[src/mmu_pkg.sv]
package mmu_pkg;

  // ==========================================================
  // default geometry, top level passes these down as parameters
  // ==========================================================
  localparam int VADDR_W_DEF  = 20;   // virtual address bits
  localparam int PADDR_W_DEF  = 24;   // physical address bits
  localparam int OFFSET_W_DEF = 12;   // 4 KiB pages
  localparam int KEY_W_DEF    = 2;    // address-space key bits

  // ==========================================================
  // apb register map
  // ==========================================================
  localparam int APB_AW = 16;         // apb address width
  localparam int APB_DW = 32;         // apb data width

  localparam logic [APB_AW-1:0] CTRL_OFS = 16'h0000;  // control register
  localparam logic [APB_AW-1:0] STAT_OFS = 16'h0004;  // sticky status, write 1 clears

  // control register fields
  localparam int CTRL_EN_BIT  = 0;    // map enable
  localparam int CTRL_KEY_LSB = 4;    // key lives in bits 5:4

  // status register fields
  localparam int STAT_EXV = 0;        // execute violation seen
  localparam int STAT_RDV = 1;        // read violation seen
  localparam int STAT_WRV = 2;        // write violation seen
  localparam int STAT_W   = 3;        // number of status flags

  // table window
  localparam int TBL_SEL_BIT = 12;    // set -> access hits the map table
  localparam int TBL_IDX_LSB = 2;     // entry index starts at address bit 2

  // ==========================================================
  // map entry layout
  // ==========================================================
  // entry = {perm[2:0], ppn}, perm field sits on top
  localparam int PERM_X = 0;          // execute allowed
  localparam int PERM_W = 1;          // write allowed
  localparam int PERM_R = 2;          // read allowed
  localparam int PERM_FW = 3;         // width of the permission field

endpackage

[src/mmu_cfg_regs.sv]
`timescale 1ns/1ns

// apb slave: control reg, sticky status reg and a window onto the map table
module mmu_cfg_regs #(
  parameter int VADDR_W  = mmu_pkg::VADDR_W_DEF,
  parameter int PADDR_W  = mmu_pkg::PADDR_W_DEF,
  parameter int OFFSET_W = mmu_pkg::OFFSET_W_DEF,
  parameter int KEY_W    = mmu_pkg::KEY_W_DEF,
  localparam int IDX_W   = KEY_W + VADDR_W - OFFSET_W,
  localparam int ENT_W   = mmu_pkg::PERM_FW + PADDR_W - OFFSET_W
) (
  input  logic                      clk_i,
  input  logic                      rst_i,
  // apb slave
  input  logic                      psel_i,
  input  logic                      penable_i,
  input  logic                      pwrite_i,
  input  logic [mmu_pkg::APB_AW-1:0] paddr_i,
  input  logic [mmu_pkg::APB_DW-1:0] pwdata_i,
  output logic [mmu_pkg::APB_DW-1:0] prdata_o,
  output logic                      pready_o,
  output logic                      pslverr_o,
  // to the translation pipeline
  output logic                      map_en_o,
  output logic [KEY_W-1:0]          key_o,
  // map table config port
  output logic                      cfg_en_o,
  output logic                      cfg_we_o,
  output logic [IDX_W-1:0]          cfg_idx_o,
  output logic [ENT_W-1:0]          cfg_wdata_o,
  input  logic [ENT_W-1:0]          cfg_rdata_i,
  // fault pulses from the pipeline
  input  logic                      exv_i,
  input  logic                      rdv_i,
  input  logic                      wrv_i
);

  logic                       access;     // apb access phase
  logic                       tbl_sel;    // address falls in the table window
  logic                       tbl_rd;     // table read, needs a wait state
  logic                       ctrl_wr;
  logic                       stat_wr;
  logic                       rd_wait_q;  // table read data arrives next cycle
  logic                       map_en_q;
  logic [KEY_W-1:0]           key_q;
  logic [mmu_pkg::STAT_W-1:0] stat_q;
  logic [mmu_pkg::STAT_W-1:0] stat_set;
  logic [mmu_pkg::STAT_W-1:0] stat_clr;

  // ==========================================================
  // address decode
  // ==========================================================
  assign access  = psel_i & penable_i;
  assign tbl_sel = paddr_i[mmu_pkg::TBL_SEL_BIT];
  assign tbl_rd  = access & tbl_sel & ~pwrite_i;
  assign ctrl_wr = access & pwrite_i & (paddr_i == mmu_pkg::CTRL_OFS);
  assign stat_wr = access & pwrite_i & (paddr_i == mmu_pkg::STAT_OFS);

  // table port, index taken straight from the address (bits 11:2 by default)
  assign cfg_en_o    = access & tbl_sel & ~rd_wait_q;  // one strobe per access
  assign cfg_we_o    = access & tbl_sel & pwrite_i;
  assign cfg_idx_o   = paddr_i[mmu_pkg::TBL_IDX_LSB +: IDX_W];
  assign cfg_wdata_o = pwdata_i[ENT_W-1:0];            // upper bits dropped

  // everything but a table read finishes in the first access cycle
  assign pready_o  = access & (~tbl_rd | rd_wait_q);
  assign pslverr_o = 1'b0;

  always_ff @(posedge clk_i) begin
    if (rst_i) rd_wait_q <= 1'b0;
    else       rd_wait_q <= tbl_rd & ~rd_wait_q;  // high for exactly one cycle
  end

  // ==========================================================
  // control and status
  // ==========================================================
  always_ff @(posedge clk_i) begin
    if (rst_i) begin
      map_en_q <= 1'b0;
      key_q    <= '0;
    end else if (ctrl_wr) begin
      map_en_q <= pwdata_i[mmu_pkg::CTRL_EN_BIT];
      key_q    <= pwdata_i[mmu_pkg::CTRL_KEY_LSB +: KEY_W];
    end
  end

  assign stat_set[mmu_pkg::STAT_EXV] = exv_i;
  assign stat_set[mmu_pkg::STAT_RDV] = rdv_i;
  assign stat_set[mmu_pkg::STAT_WRV] = wrv_i;
  assign stat_clr = {mmu_pkg::STAT_W{stat_wr}} & pwdata_i[mmu_pkg::STAT_W-1:0];  // w1c

  always_ff @(posedge clk_i) begin
    if (rst_i) stat_q <= '0;
    else       stat_q <= (stat_q & ~stat_clr) | stat_set;  // new fault beats the clear
  end

  assign map_en_o = map_en_q;
  assign key_o    = key_q;

  // read mux, zero outside a read access
  always_comb begin
    prdata_o = '0;
    if (access && !pwrite_i) begin
      if (tbl_sel) begin
        prdata_o[ENT_W-1:0] = cfg_rdata_i;  // entry, zero-extended
      end else if (paddr_i == mmu_pkg::CTRL_OFS) begin
        prdata_o[mmu_pkg::CTRL_EN_BIT]            = map_en_q;
        prdata_o[mmu_pkg::CTRL_KEY_LSB +: KEY_W] = key_q;
      end else if (paddr_i == mmu_pkg::STAT_OFS) begin
        prdata_o[mmu_pkg::STAT_W-1:0] = stat_q;
      end
    end
  end

endmodule

[config.mk]
export PLATFORM = sky130hd
export DESIGN_NAME = mmu_cfg_regs
export DESIGN_NICKNAME = d
export VERILOG_FILES = /design/src/mmu_pkg.sv /design/src/mmu_cfg_regs.sv
export SDC_FILE = /design/constraint.sdc
export NUM_CORES = 1
export LEC_CHECK = 0
export ABC_AREA = 1
export ABC_CLOCK_PERIOD_IN_PS = 2100
export BUFFER_PORTS_ARGS = -buffer_cell sky130_fd_sc_hd__buf_4
export CORE_MARGIN = 3
export CORE_UTILIZATION = 30
export DETAILED_ROUTE_END_ITERATION = 8
export GPL_TIMING_DRIVEN = 0
export PLACE_DENSITY_LB_ADDON = 0.25
export SLEW_MARGIN = 20
export SYNTH_ARGS = -nofsm -noshare
export SYNTH_HDL_FRONTEND = slang
export SYNTH_SLANG_ARGS = --single-unit
[constraint.sdc]
create_clock -name clk_i -period 2.1 [get_ports clk_i]
set_clock_uncertainty 0.15 [all_clocks]
set_input_delay 0.315 -clock clk_i [delete_from_list [all_inputs] [get_ports clk_i]]
set_output_delay 0.315 -clock clk_i [all_outputs]
set_load 0.01 [all_outputs]
==> flow_summary_export.csv <==
group,metric,value,unit
status,status,"completed",
critical_path,crit_top_cell,"nand2_1",
critical_path,worst-path-max-fanout,8,
timing,tns,0,ns
cts,numCtsBuffers,3,
synth,yosysMostFrequentCell,"buf_4",
power_and_ir_drop,power_density,299.7,nW/um^2
critical_path,startpoint_type,"input pin",
timing,setup_viol,0,
critical_path,crit_buf_inv,4,
cts,cts-root-buf,"clkbuf_4",
global_routing,gr-max-usage-layer,"met2",
critical_path,slowest_stage,"and2_4",
die,core,2805,um^2
placed_design,gp_congestion,0.6879,
routing,drt-pass1-iter-count,4,
synth,syn_area_per_cell,6.326,um^2
power_and_ir_drop,p_total,507.8,uW
power_and_ir_drop,vdd_drop_max,0.2458,mV
critical_path,cpLargestDelayFamily,"simple AND/OR/NAND/NOR gates",
die,die_y,60.91,um
synth,synthArstFlopShare,0,%
cts,cts_tree,"done",
synth,synthCells,143,
timing,maxSlewViolCount,0,
synth,synth_edf_count,0,
power_and_ir_drop,p_leak,0.9817,nW
global_routing,grt_pass1_vias,926,
synth,ys.flop_type,"dfxtp_1",
die,io_pins,135,
cts,cts_resized,0,
worst_hold_path,min_from,"pwrite_i",
critical_path,crit_start,"paddr_i[11]",
global_routing,grt_pass1_wl,3663,um
routing,route.detailed.vias_per_inst,3.979,
synth,synthesis.area,904.6,um^2
synth,synth_top_area_share,35.68,%
flow_run,cap_violations,0,
synth,synth-seq-cells,7,
cts,cts_setup_buffers,0,
routing,via_count,1126,
synth,yosysSeqAreaShare,15.49,%
final_layout,layout-drive-gt1-share,56.75,%
critical_path,timing.rr.start,"rd_wait_q$_SDFF_PP0_",
timing,period_minus_slack,1.867,ns
synth,synth_area_leaders,"buf_4 36%, dfxtp_1 15%, nand2_1 12%",
cts,holdBufCountCts,0,
synth,yosysTopAreaCell,"buf_4",
global_routing,met3_usage,4.043,%
routing,drcViolationCount,0,
final_layout,diodes,0,
timing,finalCritPeriodShare,88.90,%
global_routing,grt.total_usage,12.74,%
cts,cts.reportedPaths.clkPinSlew,0.05,ns
cts,cts_max_path_buffers,2,
global_routing,grt_antenna_before_repair,0,
final_layout,nets,324,
global_routing,grt_overflow_total,0,
placed_design,port_buffers,88,
die,start_util,32.25,%
global_routing,use_met2,21.37,%
global_routing,grt_max_degree,11,
routing,ant_nets,0,
critical_path,worstSetupPathType,"input pin to output port",
routing,drt_iter0_markers,22,
critical_path,critical_path.max_stage_delay,0.16,ns
critical_path,worstSetupEndpointType,"output port",
cts,numClockSinks,7,
die,chipWidth,60.91,um
placed_design,dp_hpwl,2384,um
timing,rsz0062_at_grt,"no",
worst_hold_path,min_path_type,"input pin to register",
timing,fmax,535.6,MHz
cts,htree_levels,1,
routing,finalWirelength,2637,um
synth,ys.warnings.count,0,
die,die_area,3710,um^2
critical_path,cp.required,1.63,ns
final_layout,area_growth,87.27,%
die,rows,19,
critical_path,cp.arrival,1.40,ns
critical_path,cp_cell_sequence,"buf_4 > nor2_1 > nand2_1 > nor2_8 > and2_4 > buf_6 > nand2_1 > nand3_1 > nand2_1 > inv_1 > buf_4",
timing,finalHoldViolCount,0,
synth,yosysUniqueCellTypes,18,
global_routing,use_met1,16.35,%
synth,synthTopCellsByCount,"43 x buf_4, 29 x nand2_1, 21 x nor2_1",
routing,wl_per_cell,9.318,um
cts,clock_latency,0.24,ns
worst paths after layout:
kind	end	slack, ns	cells after the start
worst max-delay path	prdata_o[0]	0.23	11
worst min-delay path	rd_wait_q$_SDFF_PP0_	0.1	2
worst max register to register	rd_wait_q$_SDFF_PP0_	1.31	1
worst min register to register	rd_wait_q$_SDFF_PP0_	0.28	1
per-stage QoR:
stage / std cells / setup WS (ns) / cell area, um^2 / utilization (%) / hold WS, ns
2_1_floorplan: 160 / 0.3870 / 968.4 / - / 0.2341
4_1_cts: 283 / 0.2234 / 1694 / 60.39 / 0.09418
5_1_grt: 283 / 0.1264 / 1694 / 60.39 / 0.09550
3_3_place_gp: 279 / 0.2330 / 1668 / 59.46 / 0.2633
6_report: 283 / 0.2331 / 1694 / 60.39 / 0.09905
3_5_place_dp: 279 / 0.2270 / 1668 / 59.46 / 0.2740
layout make-up:
type / count / area [um^2]
sequential: 7 / 140.1
multi-input combinational: 99 / 449.2
timing repair buffer: 88 / 660.6
fill: 284 / 1111
tap: 31 / 38.79
buffer: 47 / 352.8
clock buffer: 4 / 26.28
inverter: 7 / 26.28
cell usage in the layout, fill, tap and decap left out:
cell type and instances:
nand2_1 29, nor2_2 1, a21oi_1 11, nand3_1 10, nand4_1 3, inv_2 1
clkbuf_4 3, clkbuf_1 3, conb_1 18, nor2_8 1, nor4_1 1, nor2_4 2
dfxtp_1 7, buf_6 2, inv_1 6, nand2_2 1, nor2_1 21, and2_4 1
buf_4 131
registers in the layout (all words and copies together) (netlist names):
signal	cells
stat_q	3
key_o	2
rd_wait_q	1
map_en_o	1
where the power goes:
group / leakage, nW / internal (mW) / switching, mW
sequential: 0.0574 / 0.137 / 0.00197
combinational: 0.909 / 0.152 / 0.0970
clock: 0.0150 / 0.0723 / 0.0472
routing by layer:
metal	vias up	wire length (um)
li1	604	-
met1	456	1022
met2	66	1291
met3	0	323
met4	0	0
met5	-	0
logic make-up after synthesis:
group,after synthesis,synth area share [%]
buffers and inverters,54,41.91
AND/OR/NAND/NOR,70,36.10
AO/OA/AOI/OAI,11,6.085
other,1,0.4145
flip-flops,7,15.49
(Power assumes the default switching activity.)
