===== src/mmu_pkg.sv =====
package mmu_pkg;

  // ==========================================================
  // default geometry, top level passes these down as parameters
  // ==========================================================
  localparam int VADDR_W_DEF  = 20;   // virtual address bits
  localparam int PADDR_W_DEF  = 24;   // physical address bits
  localparam int OFFSET_W_DEF = 12;   // 4 KiB pages
  localparam int KEY_W_DEF    = 2;    // address-space key bits

  // ==========================================================
  // apb register map
  // ==========================================================
  localparam int APB_AW = 16;         // apb address width
  localparam int APB_DW = 32;         // apb data width

  localparam logic [APB_AW-1:0] CTRL_OFS = 16'h0000;  // control register
  localparam logic [APB_AW-1:0] STAT_OFS = 16'h0004;  // sticky status, write 1 clears

  // control register fields
  localparam int CTRL_EN_BIT  = 0;    // map enable
  localparam int CTRL_KEY_LSB = 4;    // key lives in bits 5:4

  // status register fields
  localparam int STAT_EXV = 0;        // execute violation seen
  localparam int STAT_RDV = 1;        // read violation seen
  localparam int STAT_WRV = 2;        // write violation seen
  localparam int STAT_W   = 3;        // number of status flags

  // table window
  localparam int TBL_SEL_BIT = 12;    // set -> access hits the map table
  localparam int TBL_IDX_LSB = 2;     // entry index starts at address bit 2

  // ==========================================================
  // map entry layout
  // ==========================================================
  // entry = {perm[2:0], ppn}, perm field sits on top
  localparam int PERM_X = 0;          // execute allowed
  localparam int PERM_W = 1;          // write allowed
  localparam int PERM_R = 2;          // read allowed
  localparam int PERM_FW = 3;         // width of the permission field

endpackage


===== src/mmu_xlate.sv =====
`timescale 1ns/1ns

// translation pipeline, fixed two cycle latency, one request per cycle
//   edge N   : stage 1 captures request, forms {key, vpn} index
//   edge N+1 : table read, request attributes move along with it
//   edge N+2 : stage 2 merges ppn, checks permissions, outputs registered
module mmu_xlate #(
  parameter int VADDR_W  = mmu_pkg::VADDR_W_DEF,
  parameter int PADDR_W  = mmu_pkg::PADDR_W_DEF,
  parameter int OFFSET_W = mmu_pkg::OFFSET_W_DEF,
  parameter int KEY_W    = mmu_pkg::KEY_W_DEF,
  localparam int IDX_W   = KEY_W + VADDR_W - OFFSET_W,
  localparam int ENT_W   = mmu_pkg::PERM_FW + PADDR_W - OFFSET_W
) (
  input  logic               clk_i,
  input  logic               rst_i,
  // request port
  input  logic               req_valid_i,
  input  logic [VADDR_W-1:0] req_addr_i,
  input  logic               req_wr_i,   // write intent
  input  logic               req_ex_i,   // instruction fetch
  // from the register block
  input  logic               map_en_i,
  input  logic [KEY_W-1:0]   key_i,
  // map table lookup port
  output logic               lk_en_o,
  output logic [IDX_W-1:0]   lk_idx_o,
  input  logic [ENT_W-1:0]   lk_rdata_i,
  // result
  output logic               pa_valid_o,
  output logic [PADDR_W-1:0] pa_o,
  output logic               pa_we_o,
  output logic               exv_o,      // execute violation
  output logic               rdv_o,      // read violation
  output logic               wrv_o       // write violation
);

  localparam int PPN_W = PADDR_W - OFFSET_W;

  // stage 1, request capture
  logic               s1_valid;
  logic               s1_wr;
  logic               s1_ex;
  logic               s1_map_en;
  logic [VADDR_W-1:0] s1_addr;
  logic [IDX_W-1:0]   s1_idx;

  // lined up with lk_rdata_i
  logic               s2_valid;
  logic               s2_wr;
  logic               s2_ex;
  logic               s2_map_en;
  logic [VADDR_W-1:0] s2_addr;

  logic [mmu_pkg::PERM_FW-1:0] perm;
  logic [PPN_W-1:0]            ppn;
  logic                        chk_x;
  logic                        chk_r;
  logic                        chk_w;
  logic                        fault;

  // ==========================================================
  // stage 1
  // ==========================================================
  always_ff @(posedge clk_i) begin
    if (rst_i) s1_valid <= 1'b0;
    else       s1_valid <= req_valid_i;
  end

  // attributes only mean something while s1_valid is set
  always_ff @(posedge clk_i) begin
    s1_wr     <= req_wr_i;
    s1_ex     <= req_ex_i;
    s1_map_en <= map_en_i;  // sampled with the request
    s1_addr   <= req_addr_i;
    s1_idx    <= {key_i, req_addr_i[VADDR_W-1:OFFSET_W]};
  end

  assign lk_en_o  = s1_valid;
  assign lk_idx_o = s1_idx;

  // keep address and attributes in step with the table output
  always_ff @(posedge clk_i) begin
    if (rst_i) s2_valid <= 1'b0;
    else       s2_valid <= s1_valid;
  end

  always_ff @(posedge clk_i) begin
    s2_wr     <= s1_wr;
    s2_ex     <= s1_ex;
    s2_map_en <= s1_map_en;
    s2_addr   <= s1_addr;
  end

  // ==========================================================
  // stage 2
  // ==========================================================
  assign perm = lk_rdata_i[ENT_W-1 -: mmu_pkg::PERM_FW];
  assign ppn  = lk_rdata_i[PPN_W-1:0];

  // one check per request: write, else execute, else read
  assign chk_w = s2_wr & ~perm[mmu_pkg::PERM_W];
  assign chk_x = ~s2_wr & s2_ex & ~perm[mmu_pkg::PERM_X];
  assign chk_r = ~s2_wr & ~s2_ex & ~perm[mmu_pkg::PERM_R];
  assign fault = s2_valid & s2_map_en & (chk_w | chk_x | chk_r);  // unmapped never faults

  always_ff @(posedge clk_i) begin
    if (rst_i) begin
      pa_valid_o <= 1'b0;
      pa_we_o    <= 1'b0;
      exv_o      <= 1'b0;
      rdv_o      <= 1'b0;
      wrv_o      <= 1'b0;
    end else begin
      pa_valid_o <= s2_valid & ~fault;
      pa_we_o    <= s2_valid & s2_wr & ~fault;
      exv_o      <= s2_valid & s2_map_en & chk_x;  // single cycle pulses
      rdv_o      <= s2_valid & s2_map_en & chk_r;
      wrv_o      <= s2_valid & s2_map_en & chk_w;
    end
  end

  // payload, qualified by pa_valid_o
  always_ff @(posedge clk_i) begin
    if (s2_map_en) pa_o <= {ppn, s2_addr[OFFSET_W-1:0]};
    else           pa_o <= {{(PADDR_W-VADDR_W){1'b0}}, s2_addr};  // flat, zero-extended
  end

endmodule


===== config.mk =====
export PLATFORM = sky130hd
export DESIGN_NAME = mmu_xlate
export DESIGN_NICKNAME = d
export VERILOG_FILES = /design/src/mmu_pkg.sv /design/src/mmu_xlate.sv
export SDC_FILE = /design/constraint.sdc
export NUM_CORES = 1
export LEC_CHECK = 0
export ABC_AREA = 1
export BUFFER_PORTS_ARGS = -buffer_cell sky130_fd_sc_hd__buf_2
export CAP_MARGIN = 0
export CORE_MARGIN = 2
export CORE_UTILIZATION = 40
export CTS_CLUSTER_DIAMETER = 120
export DETAILED_ROUTE_END_ITERATION = 10
export GPL_ROUTABILITY_DRIVEN = 0
export GPL_TIMING_DRIVEN = 0
export HOLD_SLACK_MARGIN = 0.1
export PLACE_DENSITY = 0.78
export RECOVER_POWER = 50
export SYNTH_ARGS = -nofsm -noshare
export SYNTH_HDL_FRONTEND = slang
export SYNTH_SLANG_ARGS = --single-unit

===== constraint.sdc =====
create_clock -name clk_i -period 1 [get_ports clk_i]
set_input_delay 0.2 -clock clk_i [delete_from_list [all_inputs] [get_ports clk_i]]
set_output_delay 0.2 -clock clk_i [all_outputs]
set_load 0.05 [all_outputs]

==> reports/qor.yml, run 1 <==
worst_setup_path:
  cp.depth: 1
  required_ns: 0.80
  critPathTopFamily: "flip-flops"
  critPathLaunchType: "flip-flop"
  crit_chain: "buf_8"
  cp_slowest_cell: "dfxtp_2"
  cp.arrival_ns: 0.84
  cp_slowest_stage_delay_ns: 0.36
  crit_fanout: 2
  crit_type: "reg2out"
  reg2reg_depth: 2
  cp_num_buf_inv: 1
  endpoint_kind: "output pin"
run_status:
  failed_checks: "setup timing"
  status: "finished with violations"
floorplan:
  die_y_um: 72.8
  num_rows: 25
  io_pins: 83
  initial_core_util: 0.408
  die_x_um: 72.8
  core_um2: 4630
  die_area_um2: 5290
timing:
  skew_ns: 0.00345
  drv_slew: 0
  hold_ws_ns: 0.140
  max_clock_freq_mhz: 960
  slew_headroom: 0.910
  rsz0062_at_grt: "true"
  finalHoldViolations: 0
  timing.final.setup_violations: 39
  setup_ws_ns: -0.0416
  worstMarginPinSlew_ns: 0.134
  finalCritPeriodShare: 1.04
  period_minus_slack_ns: 1.04
routing:
  dr.pass1.iters: 3
  via_per_inst: 4.14
  drt_iter0_markers: 29
  postRouteAntennaNets: 0
  wl_mm: 4.32
  wl_per_cell_um: 13.7
  vias: 1307
  drc: 0
cts:
  h-tree-depth: 3
  clk_latency_ns: 0.33
  cts_buffers: 9
  cts_sinks: 79
  path_clk_slew_ns: 0.07
  clock-root-buffer: "clkbuf_8"
  cts_max_path_buffers: 2
  cts_tree: "built"
power:
  p_clk_frac: 0.374
  p_comb_frac: 0.126
  netSwitchingPower_mw: 1.53
  p_leak_nw: 1.60
  p_int_mw: 5.31
  sw_frac_of_total: 0.224
  cellPowerDensity_nw_per_um2: 2010
  power_frac_seq: 0.500
  ir_worst_vdd_mv: 1.24
synth:
  syn-num-nets: 171
  synth.avg_cell_area_um2: 14.8
  netlist_area_um2: 1890
  ys_warn_count: 0
  seq_area_frac_synth: 0.837
  yosysUniqueCellTypes: 10
  ys_seq_elements: 79
  synthCells: 128
min_path:
  hp-class: "in2reg"
  hold_depth: 4
finish:
  multi_input_area_um2: 199
  fillers: 262
  regArea_um2: 1630
  post-route-util: 0.736
  n_antenna_cell: 0
  stdcell_count: 316
  fin_area_um2: 3410
  drive_gt1_frac: 0.584
  area_growth_pct: 80.3
  nets: 300
global_route:
  met3_usage: 0.0649
  grt_pass1_vias: 1419
  overflow: 0
  grt_first_pass_wirelength_mm: 6.09
  grtUsageMet2: 0.315
  track_usage: 0.162
  antenna_found_initial: 0
  busiest_layer: "met2"
  grt_max_degree: 13
  grtUsageMet1: 0.133
run:
  maxCapViolCount: 0
placed_design:
  dp.cells: 264
  dpl_cell_area_um2: 2370
  port_buffers: 82
  preCtsSetupSlack_ns: 0.00419
  place_hpwl_mm: 1.94
==> Yosys cell counts <==
| master | instances | share of area |
|---|---|---|
| buf_4 | 8 | 0.032 |
| nand2_1 | 11 | 0.022 |
| mux2_4 | 6 | 0.048 |
| inv_1 | 11 | 0.022 |
| nor2_1 | 8 | 0.016 |
| dfxtp_1 | 79 | 0.84 |
| nand3_1 | 1 | 0.0026 |
| mux2_2 | 2 | 0.012 |
| buf_6 | 1 | 0.0060 |
| nand3b_1 | 1 | 0.0040 |
==> power by group through the flow <==
stage | clock [mW] | sequential, mW | combinational [mW]
final | 2.56 | 3.42 | 0.862
after global routing | 2.77 | 3.43 | 0.895
after CTS | 2.62 | 3.41 | 0.813
after detailed placement | 0 | 3.43 | 0.571
after global placement | 0 | 3.43 | 0.565
after floorplan | 0 | 3.67 | 0.156
==> final cells by class <==
type | instances | share of cell area
clock buffer | 13 | 0.0466
sequential | 79 | 0.479
timing repair buffer | 126 | 0.361
clock inverter | 3 | 0.0191
tap | 54 | 0.0198
inverter | 11 | 0.0121
buffer | 1 | 0.00330
multi-input combinational | 29 | 0.0584
==> worst paths after layout <==
path | from | endpoint | slack (ns)
max reg2reg | s2_map_en$_DFF_P_ | pa_o[12]$_DFF_P_ | 0.04
min reg2reg | s2_addr[10]$_DFF_P_ | pa_o[10]$_DFF_P_ | 0.33
max | lk_en_o$_SDFF_PP0_ | lk_en_o | -0.04
min | lk_rdata_i[14] | rdv_o$_SDFF_PP0_ | 0.14
==> flip-flops by register name (all words and copies together), names as in the netlist, 10 cells and up <==
register and flops:
s2_addr 20, s1_addr 12, pa_o 24, lk_idx_o 10
==> worst min-delay path, stage by stage <==
cell	delay, ns
buf_2	0.08
inv_1	0.03
nand2_1	0.08
nor2_1	0.05
==> logic make-up after synthesis <==
| group | synth area share |
|---|---|
| muxes | 0.0596 |
| and+or+nand+nor | 0.0443 |
| DFF | 0.837 |
| buffers and inverters | 0.0596 |
==> routing by layer <==
| layer | part of all wire | vias up |
|---|---|---|
| li1 | - | 636 |
| met1 | 0.34 | 601 |
| met2 | 0.57 | 61 |
| met3 | 0.077 | 9 |
| met4 | 0.019 | 0 |
| met5 | 0 | - |
==> cell usage in the layout (no fill, tap or decap) <==
cell type / n
inv_1: 11
buf_8: 38
nand3b_1: 1
mux2_2: 2
buf_4: 5
dfxtp_2: 42
mux2_4: 6
dfxtp_1: 37
clkinv_2: 1
buf_2: 42
nor2_2: 1
clkbuf_8: 11
buf_6: 3
nand2_1: 11
bufinv_16: 2
dlygate4sd3_1: 39
nand3_1: 1
nor2_1: 7
clkbuf_1: 2
==> repair_timing <==
action,4_1_cts,5_1_grt
buffers inserted,4,1
hold endpoints to repair,40,0
hold buffers,39,0
setup endpoints to repair,43,42
resized for setup,140,21
==> per-stage QoR <==
| stage | power [mW] | setup TNS (ns) |
|---|---|---|
| 3_5_place_dp | 4.00 | 0 |
| 4_1_cts | 6.84 | -1.17 |
| 6_report | 6.84 | -0.492 |
| 5_1_grt | 7.10 | -2.03 |
| 2_1_floorplan | 3.83 | 0 |
| 3_3_place_gp | 3.99 | 0 |
Note: power is estimated with default switching activity, not from simulation.
==> inputs of run 2 (changes only) <==
--- a/config.mk
+++ b/config.mk
@@ -5,7 +5,6 @@
 export SDC_FILE = /design/constraint.sdc
 export NUM_CORES = 1
 export LEC_CHECK = 0
-export ABC_AREA = 1
 export BUFFER_PORTS_ARGS = -buffer_cell sky130_fd_sc_hd__buf_2
 export CAP_MARGIN = 0
 export CORE_MARGIN = 2
==> run 2 against run 1 <==
Against the previous run: the flow still finishes with violations (setup timing); final cell count is 5.4% lower; via count shrank 5.5%; maximum frequency is 0.32% lower; synthesized area up 0.86%; wire length is 1.0% lower; sequential power barely moved; synthesized cell count fell by 13%; setup slack worse by 0.0034 ns; utilization shrank 0.23 points; combinational power decreased by 1%; critical path type unchanged.
==> reports/qor.yml, run 2 <==
routing:
  drc: 0  # unchanged
  met2_length_mm: 2.41  # -1.6%
  wl_mm: 4.28  # -1.0%
  vias: 1235  # -5.5%
  wl_met3_um: 386  # +16%
  postRouteAntennaNets: 0  # unchanged
  wl_per_cell_um: 14.3  # +4.6%
  wl_met1_mm: 1.38  # -5.4%
  via_per_inst: 4.13  # -0.14%
  dr.pass1.iters: 2  # -1
  drt_iter0_markers: 15  # -48%
  top_layer_used: "met4"
finish:
  multi_input_area_um2: 254  # +28%
  area_growth_pct: 79.4
  fillers: 259  # -1.1%
  final_common_cell: "dlygate4sd3_1"
  n_antenna_cell: 0  # unchanged
  reg_top3: "pa_o: 24 flops, s2_addr: 20 flops, s1_addr: 12 flops"
  nets: 283  # -5.7%
  drive_gt1_frac: 0.637  # +0.0528
  stdcell_count: 299  # -5.4%
  layout_common_cells: "dlygate4sd3_1 (42), buf_2 (41), dfxtp_2 (40)"
  top_register: "pa_o"
  regArea_um2: 1640  # about the same
  largest_register_ffs: 24  # unchanged
power:
  p_clk_frac: 0.393  # +0.019
  sw_frac_of_total: 0.227  # +0.00357
  p_leak_nw: 1.53  # -4.2%
  cellPowerDensity_nw_per_um2: 2060  # +2.4%
  netSwitchingPower_mw: 1.60  # +4.4%
  p_int_mw: 5.43  # +2.3%
  p_comb_frac: 0.121  # -0.005
  power_frac_seq: 0.487  # -0.013
  ir_worst_vdd_mv: 1.62  # +30%
worst_setup_path:
  crit_type: "reg2out"
  r2r_end: "pa_o[12]$_DFF_P_"
  crit_fanout: 2  # unchanged
  endpoint_kind: "output pin"
  required_ns: 0.80  # about the same
  reg2reg_depth: 2  # unchanged
  cp_num_buf_inv: 1  # unchanged
  critPathTopFamily: "flip-flops"
  crit_chain: "buf_8"
  cp_slowest_cell: "dfxtp_2"
  r2r_start: "s2_map_en$_DFF_P_"
  critPathLaunchType: "flip-flop"
  cp_slowest_stage_delay_ns: 0.36  # about the same
  reg2reg_slack_ns: 0.04  # about the same
  cp.depth: 1  # unchanged
  cp.arrival_ns: 0.84  # about the same
synth:
  synth_largest_area_cell: "dfxtp_1"
  synthTopCellsByCount: "dfxtp_1 (79), buf_4 (8), mux2_4 (6)"
  synth_area_leaders: "dfxtp_1 (83%), mux2_4 (4.7%), buf_4 (3.1%)"
  synthCells: 112  # -13%
  synth-edff-count: 0  # unchanged
  synthAdderAreaFrac: 0  # unchanged
  synth_compound_area_frac: 0.00787  # +0.00787
  ys_seq_elements: 79  # unchanged
  async_flop_share: 0  # unchanged
  synth-xor-area-share: 0  # unchanged
  yosysUniqueCellTypes: 16  # +6
  synthSimpleGateAreaFrac: 0.0610  # +0.0167
  synth_top_family_by_area: "multiplexers"
  synth.avg_cell_area_um2: 17.0  # +15%
  synth_top_area_share: 0.829  # -0.00714
  ys_warn_count: 0  # unchanged
  seq_area_frac_synth: 0.829  # -0.00714
  syn-num-nets: 155  # -9.4%
  netlist_area_um2: 1910  # +0.86%
  synth.most_common_cell: "dfxtp_1"
  synth.area.mux_share: 0.0643  # +0.00474
  synth_ff_type: "dfxtp_1"
global_route:
  antenna_found_initial: 0  # unchanged
  grt_pass1_vias: 1391  # -2.0%
  track_usage: 0.171  # +0.00893
  grt_first_pass_wirelength_mm: 6.39  # +4.9%
  overflow: 0  # unchanged
  grt_max_degree: 14  # +1
cts:
  h-tree-depth: 3  # unchanged
  clock-root-buffer: "clkbuf_8"
  cts_buffers: 9  # unchanged
  clk_latency_ns: 0.34  # about the same
  cts_tree: "built"
  cts_sinks: 79  # unchanged
  cts_max_path_buffers: 2  # unchanged
  path_clk_slew_ns: 0.08  # about the same
floorplan:
  initial_core_util: 0.409  # +0.000749
  num_rows: 25  # unchanged
  core_um2: 4660  # +0.68%
  die_y_um: 73.0  # +0.41%
  io_pins: 83  # unchanged
  die_area_um2: 5340  # +0.81%
  die_x_um: 73.0  # +0.41%
min_path:
  min_to: "rdv_o$_SDFF_PP0_"
  hold_depth: 3  # -1
  min-delay-start: "rst_i"
  hp-class: "in2reg"
placed_design:
  place_hpwl_mm: 2.28  # +17%
  preCtsSetupSlack_ns: -0.102  # -0.106 ns
  port_buffers: 82  # unchanged
  dp.cells: 248  # -6.1%
timing:
  finalCritPeriodShare: 1.04  # +0.00337
  fin_tns_setup_ns: -0.684  # -0.192 ns
  max_clock_freq_mhz: 957  # -0.32%
  worstMarginPinSlew_ns: 0.237  # +0.103 ns
  period_minus_slack_ns: 1.04  # +0.00337 ns
  timing.final.setup_violations: 40  # +2.6%
  drv_slew: 0  # unchanged
  rsz0062_at_grt: "true"
  finalHoldViolations: 0  # unchanged
  slew_headroom: 0.842  # -0.0683
  setup_ws_ns: -0.0450  # -0.00337 ns
  skew_ns: 0.00759  # +0.00414 ns
run:
  maxCapViolCount: 0  # unchanged
run_status:
  status: "finished with violations"
  failed_checks: "setup timing"
run 2: power groups by stage:
stage / clock network [mW] / registers (mW) / logic (mW)
floorplan: 0 / 3.67 / 0.158
global placement: 0 / 3.43 / 0.567
detailed placement: 0 / 3.44 / 0.576
CTS: 2.79 / 3.41 / 0.827
global route: 2.94 / 3.43 / 0.883
finish: 2.76 / 3.42 / 0.850
run 2: worst max path at each step:
stage,startpoint,endpoint,slack (ns)
after floorplan,s2_map_en$_DFF_P_,pa_o[12]$_DFF_P_,0.02
after global placement,s2_map_en$_DFF_P_,pa_o[19]$_DFF_P_,-0.08
after detailed placement,s2_map_en$_DFF_P_,pa_o[12]$_DFF_P_,-0.10
after CTS,lk_idx_o[5]$_DFF_P_,lk_idx_o[5],-0.06
after global routing,lk_idx_o[5]$_DFF_P_,lk_idx_o[5],-0.08
final,lk_idx_o[3]$_DFF_P_,lk_idx_o[3],-0.04
run 2: layout make-up:
type,count,area share
sequential,79,0.478
timing repair buffer,125,0.354
clock inverter,5,0.0311
clock buffer,11,0.0384
buffer,1,0.00439
tap,54,0.0198
multi-input combinational,24,0.0743
run 2: kinds of logic after synthesis:
group	after synthesis
buffers and inverters	9
AO/OA/AOI/OAI	1
flip-flops	79
AND/OR/NAND/NOR	14
multiplexers	9
run 2: tightest hold or removal path, stage by stage:
cell	delay, ns
buf_2	0.09
nand3b_2	0.15
nor4_1	0.05
run 2: timing repair:
item | 4_1_cts | 5_1_grt
endpoints found under the setup margin | 46 | 48
hold buffers | 42 | 0
buffers inserted | 2 | 0
pin swaps | 0 | 1
resized for setup | 146 | 9
hold endpoints to repair | 42 | 0
run 2: per-stage QoR:
step	hold slack [ns]	power, mW	area (um2)	util
final	0.198	7.03	3420	0.734
after global placement	0.302	4.00	2380	0.512
after CTS	0.171	7.03	3390	0.728
after detailed placement	0.304	4.02	2380	0.512
after floorplan	0.228	3.83	1910	-
after global routing	0.205	7.26	3420	0.734
run 2: metal layers:
layer	up-vias	GRT usage
met3	13	0.105
met1	554	0.136
met2	58	0.311
met5	-	0
li1	610	-
met4	0	0.101
